**config.mk**
```make
export PLATFORM = sky130hd
export DESIGN_NAME = rename_top
export DESIGN_NICKNAME = d
export VERILOG_FILES = /design/src/common/rename_pkg.sv /design/src/pr_file/pr_file.sv /design/src/map_table/map_table.sv /design/src/reorder_buffer/reorder_buffer.sv /design/src/verilog/rename_control.sv /design/src/verilog/rename_top.sv
export SDC_FILE = /design/constraint.sdc
export NUM_CORES = 2
export LEC_CHECK = 0
export BUFFER_PORTS_ARGS = -buffer_cell sky130_fd_sc_hd__buf_2
export CAP_MARGIN = 25
export CORE_MARGIN = 1
export CORE_UTILIZATION = 50
export DETAILED_ROUTE_END_ITERATION = 12
export PLACE_DENSITY = 0.82
export REMOVE_ABC_BUFFERS = 1
export SLEW_MARGIN = 25
export SYNTH_ARGS = -nofsm -noshare
export SYNTH_HDL_FRONTEND = slang
export SYNTH_SLANG_ARGS = --single-unit
```
**constraint.sdc**
```tcl
create_clock -name clock -period 3.55 [get_ports clock]
set_clock_uncertainty 0.15 [all_clocks]
set_input_delay 0.355 -clock clock [delete_from_list [all_inputs] [get_ports clock]]
set_output_delay 0.355 -clock clock [all_outputs]
set_load 0.05 [all_outputs]
```
**src/common/rename_pkg.sv**
```systemverilog
// sizes and types for the rename core; num_pr must exceed num_arch, and num_arch tags stay busy at reset
package rename_pkg;

  // machine sizes
  localparam int num_arch = 8;   // architectural registers
  localparam int num_pr   = 16;  // physical registers
  localparam int num_rob  = 8;   // reorder buffer entries
  localparam int num_fu   = 2;   // functional units reading operands
  localparam int data_w   = 64;  // register width

  // derived widths
  localparam int arch_w    = $clog2(num_arch);
  localparam int tag_w     = $clog2(num_pr);
  localparam int rob_w     = $clog2(num_rob);
  localparam int rob_cnt_w = $clog2(num_rob + 1);  // count reaches num_rob itself

  typedef logic [arch_w-1:0]    arch_t;     // architectural register index
  typedef logic [tag_w-1:0]     tag_t;      // physical register tag
  typedef logic [rob_w-1:0]     rob_idx_t;  // reorder buffer slot
  typedef logic [rob_cnt_w-1:0] rob_cnt_t;  // occupancy, 0..num_rob
  typedef logic [data_w-1:0]    data_t;     // register value

  // one reorder buffer slot
  typedef struct packed {
    tag_t new_tag;  // tag given to the destination
    tag_t old_tag;  // previous mapping, freed at retire
  } rob_entry_t;

  // free bits out of reset
  // low num_arch tags hold the initial mapping
  localparam logic [num_pr-1:0] free_at_reset =
    {{(num_pr - num_arch){1'b1}}, {num_arch{1'b0}}};

  // identity mapping at reset: arch i -> tag i
  function automatic tag_t reset_map(input arch_t a);
    return tag_t'(a);
  endfunction

  // wrap-around increment for rob pointers
  function automatic rob_idx_t rob_next(input rob_idx_t p);
    if (p == rob_idx_t'(num_rob - 1)) begin
      return '0;
    end
    return p + rob_idx_t'(1);
  endfunction

endpackage

```
**src/pr_file/pr_file.sv**
```systemverilog
// value store and free list; a freed tag becomes allocatable the cycle after retire, bypass covers only same-cycle completion
`timescale 1ns/10ps

module pr_file (
  input  logic                                                clock,
  input  logic                                                reset,
  input  logic                                                dispatch_fire,
  input  logic                                                complete_valid,
  input  rename_pkg::tag_t                                    complete_tag,
  input  rename_pkg::data_t                                   complete_result,
  input  logic                                                retire,
  input  rename_pkg::tag_t                                    retire_old_tag,
  input  rename_pkg::tag_t  [rename_pkg::num_fu-1:0]          read_tag1,
  input  rename_pkg::tag_t  [rename_pkg::num_fu-1:0]          read_tag2,
  output rename_pkg::data_t [rename_pkg::num_fu-1:0]          read_value1,
  output rename_pkg::data_t [rename_pkg::num_fu-1:0]          read_value2,
  output rename_pkg::tag_t                                    alloc_tag,
  output logic                                                pr_full
);

  import rename_pkg::*;

  data_t             value [num_pr];  // register values
  logic [num_pr-1:0] free;            // 1 = tag available

  logic [num_pr-1:0] free_next;

  // lowest free tag
  // scan from the top so the lowest hit is written last
  always_comb begin
    alloc_tag = '0;
    for (int i = num_pr - 1; i >= 0; i--) begin
      if (free[i]) begin
        alloc_tag = tag_t'(i);
      end
    end
  end

  assign pr_full = ~|free;  // nothing left to hand out

  // operand reads
  always_comb begin
    for (int f = 0; f < num_fu; f++) begin
      // result on the writeback bus wins over the stored copy
      if (complete_valid && (complete_tag == read_tag1[f])) begin
        read_value1[f] = complete_result;  // bypass
      end else begin
        read_value1[f] = value[read_tag1[f]];
      end
      if (complete_valid && (complete_tag == read_tag2[f])) begin
        read_value2[f] = complete_result;  // bypass
      end else begin
        read_value2[f] = value[read_tag2[f]];
      end
    end
  end

  // free bit update
  // retire frees a busy tag, dispatch takes a free one, so they never collide
  always_comb begin
    free_next = free;
    if (retire) begin
      free_next[retire_old_tag] = 1'b1;  // old mapping released
    end
    if (dispatch_fire) begin
      free_next[alloc_tag] = 1'b0;       // claimed by new dest
    end
  end

  always_ff @(posedge clock) begin
    if (reset) begin
      free <= free_at_reset;
    end else begin
      free <= free_next;
    end
  end

  // value writeback
  always_ff @(posedge clock) begin
    if (reset) begin
      for (int i = 0; i < num_pr; i++) begin
        value[i] <= '0;  // all registers read zero out of reset
      end
    end else if (complete_valid) begin
      value[complete_tag] <= complete_result;
    end
  end

endmodule

```
**src/map_table/map_table.sv**
```systemverilog
// arch-to-physical map; lookups see the mapping from before this cycle's dispatch, no checkpoints
`timescale 1ns/10ps

module map_table (
  input  logic              clock,
  input  logic              reset,
  input  logic              dispatch_fire,
  input  rename_pkg::arch_t dest_arch,
  input  rename_pkg::arch_t src1_arch,
  input  rename_pkg::arch_t src2_arch,
  input  rename_pkg::tag_t  alloc_tag,
  output rename_pkg::tag_t  src1_tag,
  output rename_pkg::tag_t  src2_tag,
  output rename_pkg::tag_t  old_tag
);

  import rename_pkg::*;

  tag_t map [num_arch];  // current speculative map

  // lookups straight off the registered map
  // a source equal to dest still sees the old tag, the write lands at the edge
  assign src1_tag = map[src1_arch];
  assign src2_tag = map[src2_arch];
  assign old_tag  = map[dest_arch];  // goes to rob, freed when this inst retires

  // rename the destination
  always_ff @(posedge clock) begin
    if (reset) begin
      for (int i = 0; i < num_arch; i++) begin
        map[i] <= reset_map(arch_t'(i));  // identity
      end
    end else if (dispatch_fire) begin
      map[dest_arch] <= alloc_tag;        // newest producer of dest
    end
  end

endmodule

```
**src/reorder_buffer/reorder_buffer.sv**
```systemverilog
// in-order tag pair buffer; complete_rob must name a live entry, push and pop may share an edge
`timescale 1ns/10ps

module reorder_buffer (
  input  logic                 clock,
  input  logic                 reset,
  input  logic                 dispatch_fire,
  input  rename_pkg::tag_t     alloc_tag,
  input  rename_pkg::tag_t     old_tag,
  input  logic                 complete_valid,
  input  rename_pkg::rob_idx_t complete_rob,
  input  logic                 retire,
  output rename_pkg::rob_idx_t dispatch_rob,
  output rename_pkg::tag_t     retire_old_tag,
  output logic                 head_done,
  output logic                 rob_full
);

  import rename_pkg::*;

  rob_entry_t         entry [num_rob];  // tag pairs, no reset needed
  logic [num_rob-1:0] done;             // result written back

  rob_idx_t head;   // oldest in flight
  rob_idx_t tail;   // next free slot
  rob_cnt_t count;  // entries in flight

  logic empty;

  assign empty    = (count == '0);
  assign rob_full = (count == rob_cnt_t'(num_rob));

  // slot index goes back with the dispatch, used later as complete_rob
  assign dispatch_rob   = tail;
  assign retire_old_tag = entry[head].old_tag;
  assign head_done      = ~empty && done[head];  // oldest may leave

  // entry payload
  always_ff @(posedge clock) begin
    if (dispatch_fire) begin
      entry[tail].new_tag <= alloc_tag;
      entry[tail].old_tag <= old_tag;
    end
  end

  // done bits
  // a fresh slot starts not done, completion sets it
  always_ff @(posedge clock) begin
    if (reset) begin
      done <= '0;
    end else begin
      if (dispatch_fire) begin
        done[tail] <= 1'b0;
      end
      if (complete_valid) begin
        done[complete_rob] <= 1'b1;  // completions arrive in any order
      end
    end
  end

  // pointers
  always_ff @(posedge clock) begin
    if (reset) begin
      head <= '0;
      tail <= '0;
    end else begin
      if (dispatch_fire) begin
        tail <= rob_next(tail);
      end
      if (retire) begin
        head <= rob_next(head);  // pop in program order
      end
    end
  end

  // occupancy
  // push and pop together leave it unchanged
  always_ff @(posedge clock) begin
    if (reset) begin
      count <= '0;
    end else begin
      case ({dispatch_fire, retire})
        2'b10:   count <= count + rob_cnt_t'(1);
        2'b01:   count <= count - rob_cnt_t'(1);
        default: count <= count;
      endcase
    end
  end

endmodule

```
**src/verilog/rename_control.sv**
```systemverilog
// dispatch accept and retire decision; combinational only, no state and no handshake beyond stall
`timescale 1ns/10ps

module rename_control (
  input  logic dispatch_valid,  // front end offers an instruction
  input  logic pr_full,         // no free physical tag
  input  logic rob_full,        // no free rob slot
  input  logic head_done,       // oldest entry has its result
  output logic stall,
  output logic dispatch_fire,
  output logic retire
);

  // either resource out means the dispatch has to wait
  // stall does not look at valid, the source sees it ahead of time
  assign stall = pr_full | rob_full;

  // single accept point, every block keys off this
  assign dispatch_fire = dispatch_valid & ~stall;

  // retire whenever the head is finished
  // one per cycle, nothing holds it back
  assign retire = head_done;

endmodule

```
**src/verilog/rename_top.sv**
```systemverilog
// rename core top; one dispatch, one completion and one retire per cycle, no flush on mispredict
`timescale 1ns/10ps

module rename_top (
  input  logic                                        clock,
  input  logic                                        reset,
  // dispatch
  input  logic                                        dispatch_valid,
  input  rename_pkg::arch_t                           dest_arch,
  input  rename_pkg::arch_t                           src1_arch,
  input  rename_pkg::arch_t                           src2_arch,
  // completion
  input  logic                                        complete_valid,
  input  rename_pkg::tag_t                            complete_tag,
  input  rename_pkg::rob_idx_t                        complete_rob,
  input  rename_pkg::data_t                           complete_result,
  // operand reads, one pair per unit
  input  rename_pkg::tag_t  [rename_pkg::num_fu-1:0]  read_tag1,
  input  rename_pkg::tag_t  [rename_pkg::num_fu-1:0]  read_tag2,
  output rename_pkg::data_t [rename_pkg::num_fu-1:0]  read_value1,
  output rename_pkg::data_t [rename_pkg::num_fu-1:0]  read_value2,
  // processor side results
  output logic                                        stall,
  output rename_pkg::tag_t                            alloc_tag,
  output rename_pkg::tag_t                            src1_tag,
  output rename_pkg::tag_t                            src2_tag,
  output rename_pkg::rob_idx_t                        dispatch_rob,
  output logic                                        retire,
  output rename_pkg::tag_t                            retire_old_tag
);

  import rename_pkg::*;

  logic dispatch_fire;  // accepted dispatch
  logic pr_full;
  logic rob_full;
  logic head_done;
  tag_t old_tag;        // map -> rob

  rename_control u_control (
    .dispatch_valid (dispatch_valid),
    .pr_full        (pr_full),
    .rob_full       (rob_full),
    .head_done      (head_done),
    .stall          (stall),
    .dispatch_fire  (dispatch_fire),
    .retire         (retire)
  );

  pr_file u_pr_file (
    .clock           (clock),
    .reset           (reset),
    .dispatch_fire   (dispatch_fire),
    .complete_valid  (complete_valid),
    .complete_tag    (complete_tag),
    .complete_result (complete_result),
    .retire          (retire),
    .retire_old_tag  (retire_old_tag),  // rob head frees its old tag here
    .read_tag1       (read_tag1),
    .read_tag2       (read_tag2),
    .read_value1     (read_value1),
    .read_value2     (read_value2),
    .alloc_tag       (alloc_tag),
    .pr_full         (pr_full)
  );

  map_table u_map_table (
    .clock         (clock),
    .reset         (reset),
    .dispatch_fire (dispatch_fire),
    .dest_arch     (dest_arch),
    .src1_arch     (src1_arch),
    .src2_arch     (src2_arch),
    .alloc_tag     (alloc_tag),
    .src1_tag      (src1_tag),
    .src2_tag      (src2_tag),
    .old_tag       (old_tag)
  );

  reorder_buffer u_rob (
    .clock          (clock),
    .reset          (reset),
    .dispatch_fire  (dispatch_fire),
    .alloc_tag      (alloc_tag),
    .old_tag        (old_tag),
    .complete_valid (complete_valid),
    .complete_rob   (complete_rob),
    .retire         (retire),
    .dispatch_rob   (dispatch_rob),
    .retire_old_tag (retire_old_tag),
    .head_done      (head_done),
    .rob_full       (rob_full)
  );

endmodule

```
==> results.yml <==
placed_design:
  io_buffers: 376
  post_dp_cell_area_um2: 82400
  hpwl_um: 152000
  dp_slack_ns: 0.172
  place_congestion: 0.904
pwr:
  peakVddDrop_uv: 396
  cellPowerDensity_nw_per_um2: 446
  leakage_nw: 29.3
cts:
  cts_sinks: 1125
  clkLatencyLatePin_ns: 0.76
  ctsRootBufferMaster: "clkbuf_16"
  cts-buffers-inserted: 119
  cts_tree: "done"
  post_cts_resized: 0
  cts.clk_slew.worst_paths_ns: 0.07
  max-clock-path-buffers: 3
  htreeDepth: 3
setup_path:
  crit_cells: 4
  worstPathMaxFanout: 4
  startpoint_type: "register"
  rrSetupSlack_ns: 0.15
  worst-setup-path-type: "reg -> out"
  crit_top_cell: "mux4_2"
  slowest_delay_ns: 0.60
  required_ns: 3.04
  critPathArrivalTime_ns: 2.90
  regToRegStartpoint: "u_rob.head[0]"
  r2r-end: "u_rob.count[3]"
  worstPathCellList: "mux4_2 > mux4_2 > mux2_2 > buf_2"
  rr_worst_depth: 10
  cp_num_buf_inv: 1
  critPathSlowestCell: "mux4_2"
  crit_family: "multiplexers"
  cp-end-kind: "primary output"
synth:
  yosys-top-cells-area: "edfxtp_1 42%, mux4_2 38%, and2_1 8.3%"
  synth_flop_cell: "edfxtp_1"
  async_flop_share_pct: 0
  synth_edf_count: 1088
  netlist_area_um2: 77100
  synth_cell_type_count: 56
  avgSynthCellArea_um2: 16.6
  synthCells: 4660
  yosys_warnings: 0
  yosysTopAreaCell: "edfxtp_1"
  synth_top_area_share_pct: 42.4
  synth_seq_cells: 1125
  ys_seq_area_share_pct: 43.3
cells_and_area:
  final_common_cell: "mux4_2"
  drive_gt1_share_pct: 48.8
  area_growth_pct: 13.3
  final_cell_mix: "1305 x mux4_2, 1088 x edfxtp_1, 1027 x and2_1, 360 x buf_2, 269 x mux2_2"
  nets: 4993
  stdcell_area_um2: 87400
sta:
  layout_setup_ws_ns: 0.142
  finalHoldViolCount: 0
  tns_ns: 0
  clock.fmax_ghz: 0.293
  rsz0062_at_grt: "no"
  max-slew-margin-rel_pct: 39.0
  finalSetupViolCount: 0
  layout_min_cycle_time_ns: 3.41
  drv_slew: 0
  worst_pin_slew_ns: 0.915
  fin_crit_sh_pct: 96.0
hold_path:
  hold_start: "complete_result[27]"
  min_to: "u_pr_file.value[12][27]"
  hold_depth: 2
  hold_path_class: "in -> reg"
drt:
  drt_iter0_drc: 9447
  dr_total_vias: 52800
  ant_nets: 0
  routedWlPerCell_um: 38.1
  firstDrtPassIters: 8
  vias_per_cell: 7.52
  routed_wirelength_um: 268000
  drc: 0
die:
  ioPinCount: 377
  initial_core_util_pct: 50.5
  fp.dieW_um: 395
  core-area_um2: 153000
  die_h_um: 395
  std_cell_rows: 143
  dieArea_um2: 156000
flow_run:
  drv_cap: 0
global_route:
  grt_pass1_vias: 53300
  grt_overflow_total: 0
  grt_max_degree: 66
  antenna_found_initial: 13
  track_usage_pct: 34.3
  grt_pass1_wl_um: 382000
status:
  status: "finished clean"
## logic make-up (layout without fill, tap and decap cells)
| family | after synthesis | after routing | share of synthesized area, % |
|---|---|---|---|
| compound gates | 88 | 88 | 0.736 |
| buf+inv | 595 | 923 | 3.60 |
| flops | 1125 | 1125 | 43.3 |
| xor+xnor | 19 | 19 | 0.216 |
| simple gates | 1241 | 1241 | 9.83 |
| fa+ha+maj | 8 | 8 | 0.139 |
| other cells | 0 | 8 | 0 |
| mux | 1584 | 1584 | 42.2 |
## where the power goes
| group | internal, mW | total, mW | switching [mW] |
|---|---|---|---|
| Combinational | 3.95 | 9.42 | 5.47 |
| Clock | 7.79 | 13.5 | 5.73 |
| Sequential | 15.3 | 16.0 | 0.728 |
## worst max-delay path by stage
| stage | start | end | slack, ns |
|---|---|---|---|
| CTS | complete_valid | read_value2[71] | 0.06 |
| global placement | u_rob.head[0] | u_rob.count[3] | 0.09 |
| global route | u_rob.head[0] | u_rob.count[3] | 0.04 |
| detailed placement | u_rob.head[0] | u_rob.count[3] | 0.17 |
| finish | u_pr_file.value[7][57] | read_value2[121] | 0.14 |
| floorplan | complete_tag[2] | read_value2[0] | -1.85 |
## synthesized netlist by cell type, drive strengths merged (14+ instances only)
library cell / instances
and2: 1027
nor2: 64
or2: 21
nand2: 41
xor2: 14
nand2b: 19
nor4: 16
clkbuf: 415
dfxtp: 37
mux2: 271
edfxtp: 1088
buf: 168
mux4: 1305
a21oi: 30
## timing repair
item,4_1_cts,5_1_grt
hold buffers,73,0
setup buffers,0,1
setup endpoints to repair,0,3
endpoints found under the hold margin,1001,0
## stage by stage
| stage | total power, mW | instances | utilization, % | hold slack, ns |
|---|---|---|---|---|
| finish | 39.0 | 7026 | 57.3 | 0.0605 |
| global route | 39.8 | 7020 | 57.3 | 0.0502 |
| CTS | 38.8 | 7017 | 57.3 | 0.00481 |
| detailed placement | 25.4 | 6720 | 54.0 | 0.322 |
| global placement | 25.2 | 6720 | 54.0 | 0.315 |
| floorplan | 21.8 | 4077 | - | 0.274 |
## flip-flops by register name, summed over array words and instances, names as in the netlist, named ones only
| register | flops |
|---|---|
| u_pr_file.value | 1024 |
| u_map_table.map | 32 |
| u_rob.entry | 32 |
| u_pr_file.free | 16 |
| u_rob.done | 8 |
| u_rob.count | 4 |
| u_rob.dispatch_rob | 3 |
| u_rob.head | 3 |
## area by class of cell
type	count	area, µm²
Fill cell	11100	65200
Tap cell	2030	2540
Clock inverter	87	1060
Timing Repair Buffer	687	6090
Antenna cell	8	20.0
Multi-Input combinational cell	2940	41100
Inverter	12	45.0
Sequential cell	1125	33400
Clock buffer	137	3150
## layer usage
layer	vias up	routed length, µm	global-route usage (%)
met5	-	13	0
met4	2	19400	21.1
met3	1178	41900	11.9
met2	5364	124000	52.6
met1	26600	82300	41.8
li1	19600	-	-
(Power assumes the default switching activity.)
